### src/source/pe_pkg.sv
// pe_pkg: array size, data widths, operand and row types, operation encoding
package pe_pkg;

  localparam int MAT_DIM    = 4;    // array edge
  localparam int DATA_W     = 16;   // operand and result width
  localparam int ACC_W      = 36;   // sixteen full-scale products fit
  localparam int MAX_K      = 16;   // longest matmul stream
  localparam int PE_LATENCY = 3;    // operand register to saturated result

  // the last beat needs 2*(MAT_DIM-1) cycles to reach the far corner
  localparam int FLUSH_CYCLES = 2 * (MAT_DIM - 1) + PE_LATENCY + 1;

  typedef logic signed [DATA_W-1:0]  data_t;
  typedef logic signed [ACC_W-1:0]   acc_t;
  typedef logic [$clog2(MAT_DIM)-1:0] row_idx_t;

  // op[1:0]
  //   00 matrix multiply
  //   01 element-wise multiply
  //   10 element-wise add
  //   11 element-wise subtract
  typedef enum logic [1:0] {
    OP_MATMUL  = 2'b00,
    OP_ELT_MUL = 2'b01,
    OP_ELT_ADD = 2'b10,
    OP_ELT_SUB = 2'b11
  } op_e;

  // one operand on its way east (A) or south (B)
  typedef struct packed {
    logic  valid;
    data_t data;
  } pe_operand_t;

  // one beat of A or B, lane i feeds row i or column i
  typedef pe_operand_t [MAT_DIM-1:0] operand_vec_t;

  // one row of C, element j is column j
  typedef data_t [MAT_DIM-1:0] result_row_t;

endpackage

### src/source/operand_skew.sv
// per-lane delay lines that stagger A rows and B columns for the systolic wavefront
`timescale 1ns/100ps

module operand_skew (
  input  logic                                 clk,
  input  logic                                 reset,
  input  pe_pkg::data_t [pe_pkg::MAT_DIM-1:0] i_a_col,
  input  pe_pkg::data_t [pe_pkg::MAT_DIM-1:0] i_b_row,
  input  logic                                 i_valid,
  input  logic                                 i_elt_mode,
  output pe_pkg::operand_vec_t                 o_a_west,
  output pe_pkg::operand_vec_t                 o_b_north
);
  import pe_pkg::*;

  for (genvar i = 0; i < MAT_DIM; i++) begin : g_lane
    pe_operand_t [1:0] lane_in;    // [0] A row i, [1] B column i

    assign lane_in[0] = '{valid: i_valid, data: i_a_col[i]};
    assign lane_in[1] = '{valid: i_valid, data: i_b_row[i]};

    if (i == 0) begin : g_direct
      assign o_a_west[i]  = lane_in[0];
      assign o_b_north[i] = lane_in[1];
    end else begin : g_chain
      pe_operand_t [1:0] chain [i];   // i stages

      always_ff @(posedge clk) begin
        chain[0] <= lane_in;
        for (int s = 1; s < i; s++) begin
          chain[s] <= chain[s-1];
        end
        if (reset) begin
          for (int s = 0; s < i; s++) begin
            chain[s][0].valid <= 1'b0;
            chain[s][1].valid <= 1'b0;
          end
        end
      end

      // element-wise beats skip the stagger and fill the whole grid straight
      assign o_a_west[i]  = i_elt_mode ? lane_in[0] : chain[i-1][0];
      assign o_b_north[i] = i_elt_mode ? lane_in[1] : chain[i-1][1];
    end
  end

endmodule

### config.mk
export PLATFORM = sky130hd
export DESIGN_NAME = operand_skew
export DESIGN_NICKNAME = d
export VERILOG_FILES = /design/src/source/pe_pkg.sv /design/src/source/operand_skew.sv
export SDC_FILE = /design/constraint.sdc
export NUM_CORES = 1
export LEC_CHECK = 0
export BUFFER_PORTS_ARGS = -buffer_cell sky130_fd_sc_hd__buf_4
export CORE_ASPECT_RATIO = 0.5
export CORE_UTILIZATION = 40
export CTS_BUF_LIST = sky130_fd_sc_hd__clkbuf_8 sky130_fd_sc_hd__clkbuf_16
export DETAILED_ROUTE_END_ITERATION = 10
export PLACE_DENSITY = 0.74
export REMOVE_ABC_BUFFERS = 1
export SYNTH_ARGS = -nofsm -noshare
export SYNTH_HDL_FRONTEND = slang
export SYNTH_SLANG_ARGS = --single-unit
### constraint.sdc
create_clock -name clk -period 0.8 [get_ports clk]
set_input_delay 0.04 -clock clk [delete_from_list [all_inputs] [get_ports clk]]
set_output_delay 0.04 -clock clk [all_outputs]
set_load 0.03 [all_outputs]
==> flow_metrics.py <==
metrics = {
    "cts": {
        "cts_buffers": 17,
        "ctsLongestPathBuffers": 2,
        "tritoncts": "built",
        "root_buffer": "clkbuf_16",
        "post_cts_buffers": 0,
        "clkLatencyLatePin_ns": 0.41,
        "cts.sinks": 195,
        "clkTransAtPathRegs_ns": 0.07,
        "htree_levels": 4,
    },
    "run_status": {
        "violations": "setup timing",
        "outcome": "complete, but fails checks",
    },
    "sta": {
        "hold_slack_ns": 0.0800,
        "finalHoldViolations": 0,
        "fmax_mhz": 833,
        "rsz0062_at_grt": "yes",
        "setup_ws_ns": -0.401,
        "min_period_ns": 1.20,
        "slew_headroom_pct": 86.1,
        "fin_skew_ns": 0.00646,
        "period_share_pct": 150,
        "worst_slew_pin_slew_ns": 0.208,
        "setup_viol": 102,
        "slew_viol_final": 0,
    },
    "pwr": {
        "p_leak_nw": 4.03,
        "internal-power_mw": 16.7,
        "power_switching_mw": 5.34,
        "power_density_nw_per_um2": 2470,
        "clockPowerShare_pct": 37.6,
        "max-vdd-ir-drop_mv": 1.86,
        "seq_power_share_pct": 47.0,
        "p_comb_share_pct": 15.4,
        "power_switching_share_pct": 24.2,
        "total_power_mw": 22.1,
    },
    "critical_path": {
        "critical_path_required_ns": 0.76,
        "startpoint_type": "flip-flop",
        "arrival_ns": 1.16,
        "worstSetupPathType": "flip-flop to output port",
        "worst-path-max-fanout": 2,
        "critPathCaptureType": "output port",
    },
    "die": {
        "dieArea_um2": 14100,
        "rows": 29,
        "floorplan.initialDensity_pct": 41.9,
        "die-width_um": 167,
        "coreArea_um2": 13000,
        "io_pins": 268,
        "dieHeight_um": 84.4,
    },
    "grt": {
        "gr-total-overflow": 0,
        "grt_pass1_wl_um": 21600,
        "grt_pass1_vias": 3895,
        "grtUsageMet1_pct": 22.3,
        "antenna_found_initial": 0,
        "grt_use_total_pct": 20.7,
        "use_met3_pct": 8.35,
        "grt_max_degree": 29,
        "use_met2_pct": 36.8,
        "busiest_layer": "met2",
    },
    "final_layout": {
        "final_core_util_pct": 69.0,
        "largest-register": "g_lane.g_chain.chain",
        "fill_cells": 820,
        "antennaDiodeCount": 0,
        "nets": 754,
        "reg_top3": "g_lane.g_chain.chain (195)",
        "syn2layout_area_growth_pct": 64.7,
        "largest_reg_flops": 195,
        "layout-drive-gt1-share_pct": 54.5,
    },
    "yosys": {
        "yosysTopAreaCellShare_pct": 71.9,
        "yosysTopAreaCell": "dfxtp_1",
        "yosys_register_bits": 195,
        "synth_cells": 345,
        "synth.distinct_cells": 7,
        "yosysWarnings": 0,
        "synth_area_um2": 5430,
        "yosysSeqAreaShare_pct": 71.9,
        "synth.area.top_cells": "dfxtp_1, mux2_2, buf_4",
        "avgSynthCellArea_um2": 15.7,
    },
    "route": {
        "via_per_inst": 4.38,
        "drtPass1Iterations": 4,
        "wl_per_cell_um": 17.8,
        "detail-route-antenna-nets": 0,
        "drc": 0,
        "vias": 3525,
        "totalWireLength_um": 14300,
        "detail_route.iter0.violations": 103,
    },
    "hold_path": {
        "min_path_type": "input port to output port",
    },
    "placement": {
        "portBuffers": 203,
        "gp_congestion": 0.769,
        "post-dp-hpwl_um": 8740,
        "post-place-ws_ns": -0.200,
    },
    "job": {
        "drv_cap": 0,
    },
}
worst paths after layout:
kind | startpoint | end | slack (ns) | cells after the start
hold reg to reg | g_lane[3].g_chain.chain[0][10]$_DFF_P_ | g_lane[3].g_chain.chain[1][10]$_DFF_P_ | 0.32 | 0
setup / recovery | g_lane[2].g_chain.chain[1][16]$_SDFF_PP0_ | o_a_west[50] | -0.40 | 2
setup reg to reg | g_lane[3].g_chain.chain[0][16]$_SDFF_PP0_ | g_lane[2].g_chain.chain[1][16]$_SDFF_PP0_ | 0.25 | 1
hold / removal | i_b_row[3] | o_b_north[3] | 0.08 | 0
synthesized netlist by cell type:
cell       n
mux2_4    10
nor2b_1    3
mux2_2    89
buf_2      8
buf_4     37
buf_6      3
dfxtp_1  195
layout make-up:
type	instances	area (um2)	share of cell area [%]
repair buffers	306	2960	33.1
multi-input cells	102	1270	14.2
clock buffers	17	425	4.76
flip-flops and latches	195	3910	43.8
clock inverters	15	158	1.76
well taps	170	213	2.38
critical path: stages, from the launching register on:
cell and delay (ns):
dfxtp_1 0.31, mux2_2 0.27, buf_4 0.17
cell families after synthesis:
family        after synthesis  synth area share, %
buf+inv                    48                 6.48
flops                     195                 71.9
mux                        99                 21.2
simple gates                3                0.346
layout by cell type (no fill, tap or decap), types with 2 or more instances in the layout:
cell type and n:
mux2_4 37, nor2b_1 3, mux2_2 62, dlygate4sd3_1 98
dfxtp_1 187, buf_6 100, clkinv_4 3, buf_12 3
bufinv_16 2, inv_6 3, buf_4 105, clkinvlp_4 2
clkinv_2 3, dfxtp_2 8, clkbuf_16 17
power groups by stage:
| stage | logic (mW) | clock network [mW] | registers [mW] |
|---|---|---|---|
| 6_report | 3.40 | 8.30 | 10.4 |
| 5_1_grt | 3.53 | 8.93 | 10.4 |
| 4_1_cts | 3.30 | 8.49 | 10.4 |
| 3_5_place_dp | 2.58 | 0 | 10.6 |
| 3_3_place_gp | 2.55 | 0 | 10.6 |
| 2_1_floorplan | 1.35 | 0 | 10.5 |
through the flow:
step | TNS, ns | instance area (um2) | std cells
after floorplan | 0 | 5070 | 297
after global placement | -16.14 | 6890 | 675
after detailed placement | -17.18 | 6890 | 675
after CTS | -38.31 | 8850 | 805
after global routing | -41.14 | 8940 | 805
final | -36.68 | 8940 | 805
what timing repair did:
item	CTS	global route
resized for setup	108	27
endpoints found under the hold margin	99	0
pin swaps	0	0
hold buffers	98	0
cloned	0	0
endpoints found under the setup margin	102	102
metal layers:
metal / vias to the layer above / wire, um
li1: 1661 / -
met1: 1717 / 5670
met2: 121 / 7420
met3: 24 / 874
met4: 2 / 299
met5: - / 78
Note: power is estimated with default switching activity, not from simulation.
