==> src/source/pe_pkg.sv <==
// pe_pkg: array size, data widths, operand and row types, operation encoding
package pe_pkg;

  localparam int MAT_DIM    = 4;    // array edge
  localparam int DATA_W     = 16;   // operand and result width
  localparam int ACC_W      = 36;   // sixteen full-scale products fit
  localparam int MAX_K      = 16;   // longest matmul stream
  localparam int PE_LATENCY = 3;    // operand register to saturated result

  // the last beat needs 2*(MAT_DIM-1) cycles to reach the far corner
  localparam int FLUSH_CYCLES = 2 * (MAT_DIM - 1) + PE_LATENCY + 1;

  typedef logic signed [DATA_W-1:0]  data_t;
  typedef logic signed [ACC_W-1:0]   acc_t;
  typedef logic [$clog2(MAT_DIM)-1:0] row_idx_t;

  // op[1:0]
  //   00 matrix multiply
  //   01 element-wise multiply
  //   10 element-wise add
  //   11 element-wise subtract
  typedef enum logic [1:0] {
    OP_MATMUL  = 2'b00,
    OP_ELT_MUL = 2'b01,
    OP_ELT_ADD = 2'b10,
    OP_ELT_SUB = 2'b11
  } op_e;

  // one operand on its way east (A) or south (B)
  typedef struct packed {
    logic  valid;
    data_t data;
  } pe_operand_t;

  // one beat of A or B, lane i feeds row i or column i
  typedef pe_operand_t [MAT_DIM-1:0] operand_vec_t;

  // one row of C, element j is column j
  typedef data_t [MAT_DIM-1:0] result_row_t;

endpackage

==> src/source/matmul_ctrl.sv <==
// matmul_ctrl: job FSM for stream, flush or element-wise compute, and row readout
`timescale 1ns/100ps

module matmul_ctrl (
  input  logic             clk,
  input  logic             reset,
  input  logic             i_start,
  input  logic             i_in_valid,
  input  logic             i_in_last,
  input  pe_pkg::op_e      i_op,
  output logic             o_ready,
  output logic             o_clear,
  output logic             o_elt_mode,
  output logic             o_compute,
  output pe_pkg::op_e      o_op,
  output logic             o_c_valid,
  output pe_pkg::row_idx_t o_rd_row,
  output logic             o_busy
);
  import pe_pkg::*;

  typedef enum logic [2:0] {
    IDLE,
    STREAM,
    FLUSH,
    COMPUTE,
    READOUT
  } state_e;

  typedef logic [$clog2(MAX_K)-1:0]        beat_cnt_t;
  typedef logic [$clog2(FLUSH_CYCLES)-1:0] wait_cnt_t;

  state_e    state;
  op_e       op_q;       // latched at start
  beat_cnt_t beat_cnt;
  wait_cnt_t wait_cnt;   // flush, compute and readout share it
  logic      take;
  logic      last_beat;

  assign take = o_ready && i_in_valid;

  // element-wise streams end on the fourth beat, matmul on i_in_last or MAX_K
  assign last_beat = o_elt_mode ? (beat_cnt == beat_cnt_t'(MAT_DIM - 1))
                                : (i_in_last || beat_cnt == beat_cnt_t'(MAX_K - 1));

  always_ff @(posedge clk) begin
    if (reset) begin
      state    <= IDLE;
      op_q     <= OP_MATMUL;
      beat_cnt <= '0;
      wait_cnt <= '0;
    end else begin
      case (state)
        IDLE: begin
          if (i_start) begin
            state    <= STREAM;
            op_q     <= i_op;
            beat_cnt <= '0;
          end
        end
        STREAM: begin
          if (take) begin
            beat_cnt <= beat_cnt + 1'b1;
            if (last_beat) begin
              state    <= o_elt_mode ? COMPUTE : FLUSH;
              wait_cnt <= '0;
            end
          end
        end
        FLUSH: begin
          wait_cnt <= wait_cnt + 1'b1;
          if (wait_cnt == wait_cnt_t'(FLUSH_CYCLES - 1)) begin
            state    <= READOUT;
            wait_cnt <= '0;
          end
        end
        COMPUTE: begin
          wait_cnt <= wait_cnt + 1'b1;
          if (wait_cnt == wait_cnt_t'(PE_LATENCY)) begin   // PE_LATENCY+1 cycles
            state    <= READOUT;
            wait_cnt <= '0;
          end
        end
        READOUT: begin
          wait_cnt <= wait_cnt + 1'b1;
          if (wait_cnt == wait_cnt_t'(MAT_DIM - 1)) begin
            state <= IDLE;
          end
        end
        default: state <= IDLE;
      endcase
    end
  end

  assign o_ready    = (state == STREAM);
  assign o_clear    = (state == IDLE) && i_start;
  assign o_op       = op_q;
  assign o_elt_mode = (op_q != OP_MATMUL);
  assign o_c_valid  = (state == READOUT);
  assign o_rd_row   = wait_cnt[$bits(row_idx_t)-1:0];
  assign o_busy     = (state != IDLE);

  // an element-wise stall also freezes the grid, so a bubble never shifts in
  assign o_compute = (state == COMPUTE) || ((state == STREAM) && o_elt_mode && !take);

  no_ready_in_readout: assert property (@(posedge clk) disable iff (reset)
    !(o_ready && o_c_valid));

endmodule

==> config.mk <==
export PLATFORM = sky130hd
export DESIGN_NAME = matmul_ctrl
export DESIGN_NICKNAME = d
export VERILOG_FILES = /design/src/source/pe_pkg.sv /design/src/source/matmul_ctrl.sv
export SDC_FILE = /design/constraint.sdc
export NUM_CORES = 1
export LEC_CHECK = 0
export ABC_AREA = 1
export BUFFER_PORTS_ARGS = -buffer_cell sky130_fd_sc_hd__clkbuf_2
export CAP_MARGIN = 20
export CORE_MARGIN = 10
export CORE_UTILIZATION = 35
export CTS_CLUSTER_SIZE = 25
export DETAILED_ROUTE_END_ITERATION = 8
export SLEW_MARGIN = 20
export SYNTH_ARGS = -nofsm -noshare
export SYNTH_HDL_FRONTEND = slang
export SYNTH_SLANG_ARGS = --single-unit
==> constraint.sdc <==
create_clock -name clk -period 1.7 [get_ports clk]
set_input_delay 0.255 -clock clk [delete_from_list [all_inputs] [get_ports clk]]
set_output_delay 0.255 -clock clk [all_outputs]
set_load 0.1 [all_outputs]
==> results.cfg <==
[placed_design]
portBuffers = 16
hpwl_um = 1630
pre_cts_slack_ns = 0.295
dp_cells = 172
place_congestion = 0.838

[hold_path]
worstHoldEndpoint = beat_cnt[1]
min_from = reset
whs_path_depth = 2
min_path_type = in -> reg

[floorplan]
start_util_pct = 36.9
io_pins = 17
die_h_um = 68.3
die_x_um = 68.3
num_rows = 17
die_area_um2 = 4670
coreArea_um2 = 2210

[sta]
tightest_slew_ns = 0.547
fin_crit_sh_pct = 93.9
hold_viol = 0
maxSlewViolCount = 0
setup_slack_ns = 0.103
final-setup-viol-count = 0
timing.slew.headroom_pct = 63.7
rsz0062_at_grt = no
fmax_ghz = 0.626
clock_skew_ns = 0.00945
min_period_ns = 1.60

[setup_path]
ff2ff_path_depth = 8
reg2reg_slack_ns = 0.26
timing.rr.start = state[2]
crit_fanout = 6
r2r-end = state[0]
cp-start-kind = flop
crit_arrival_ns = 1.34
end_kind = output port
worstPathRequired_ns = 1.44
crit_type = reg -> out

[cells_and_area]
layout.cells.most_common = nand2_1
area_growth_pct = 35.5
multi_input_area_um2 = 537
layout-drive-gt1-share_pct = 28.4
stdcell_count = 176
final_nets = 159
seq_area_um2 = 270
n_fill_cell = 225
layout_common_cells = nand2_1 (30), nor2_1 (20), inv_1 (14)
antenna_cells = 0

[synthesis]
ys_seq_area_share_pct = 31.9
synthFlopType = dfxtp_1
async_reset_ff_share_pct = 0
synth_nets = 140
synthCells = 130
synth_area_leaders = dfxtp_1 (32%), nand2_1 (15%), nor2_1 (10%)
ys_warn_count = 0
synth_top_cell_by_area = dfxtp_1
yosys.area.top_type_share_pct = 31.9
avgSynthCellArea_um2 = 6.28
synth-edff-count = 0
synth_area_um2 = 817
synth_seq_cells = 13
yosys.cell_types.count = 16

[grt]
antenna_found_initial = 0
grt_max_degree = 8
grt_usage_pct = 9.11
gr-total-overflow = 0
grt_first_pass_wirelength_um = 3350
grt_pass1_vias = 772

[clock_tree]
cts-buffers-inserted = 3
cts_root_buf = clkbuf_4
clk_pin_slew_ns = 0.09
clk_latency_ns = 0.28
cts.path.max_buffers = 2
cts_tree = done
h-tree-depth = 1
numClockSinks = 13

[power]
peakVddDrop_mv = 1.21
power_leakage_uw = 0.000517
powerDensity_nw_per_um2 = 2000

[drt]
drt_iter0_drc = 24
post_drt_wl_per_cell_um = 11.3
vias_per_cell = 4.65
antenna_left = 0
wirelength_um = 2000
drc = 0
num_vias = 818
firstDrtPassIters = 4

[run_status]
status = complete, no violations

[run]
drv_cap = 0
==> worst max-delay path, cell delays in order (launching register included) <==
cell	delay, ns
dfxtp_1	0.40
inv_1	0.23
nand2_8	0.09
nor2_4	0.15
buf_12	0.18
==> power breakdown <==
part | switching (µW) | total (µW) | internal (µW)
combinational | 1130 | 1560 | 429
sequential | 80.0 | 459 | 379
clock | 108 | 199 | 91.0
==> stage by stage <==
stage	instance area, µm²	hold WS [ns]	power, µW	setup TNS [ns]	utilization (%)
2_1_floorplan	892	0.320	1650	-0.00583	-
3_3_place_gp	1070	0.470	1990	0	48.2
3_5_place_dp	1070	0.483	2010	0	48.2
4_1_cts	1090	0.234	2210	0	49.5
5_1_grt	1110	0.228	2360	0	50.1
6_report	1110	0.243	2210	0	50.1
==> flip-flops by register name, indices dropped and copies added (netlist names) <==
register and flops:
beat_cnt 4, o_op 2, state 3, wait_cnt 4
==> logic make-up after synthesis <==
group,after synthesis,synth area share [%]
adder cells (fa/ha/maj),3,4.59
AND/OR/NAND/NOR,73,39.4
buffers and inverters,23,11.5
AO/OA/AOI/OAI,15,9.50
flip-flops,13,31.9
XOR/XNOR,3,3.22
==> cell usage after synthesis, types with 2 or more instances <==
master	instances
buf_4	2
ha_1	3
nand2_1	32
o21ai_0	4
dfxtp_1	13
nand3_2	4
inv_2	4
inv_1	17
xor2_1	3
a21oi_1	9
nor2_2	2
nor2_1	22
nand3_1	12
==> repair_timing <==
action | 4_1_cts | 5_1_grt
setup endpoints to repair | 1 | 1
hold buffers | 0 | 0
gates resized for setup | 1 | 2
buffers inserted | 0 | 0
pin swaps | 0 | 0
==> cell type report <==
cell class	count	area share, %
clock buffer	4	2.37
inverter	21	7.57
multi-input combinational	94	48.5
sequential	13	24.4
tap	28	3.16
timing repair buffer	16	14.0
==> worst max-delay path by stage <==
stage,cells past startpoint,slack (ns),startpoint,to
after CTS,4,0.04,state[2],o_compute
final,4,0.10,state[2],o_clear
after global routing,4,0.02,state[2],o_clear
after detailed placement,5,0.30,state[0],o_compute
after floorplan,4,-0.006,o_op[0],o_compute
after global placement,5,0.31,state[0],o_compute
==> layer usage <==
layer  part of all wire (%)  GRT usage (%)
met1                     46           11.0
met2                     49           14.4
met3                    3.8           2.28
met4                   0.85           5.03
met5                      0              0
Note: power is estimated with default switching activity, not from simulation.
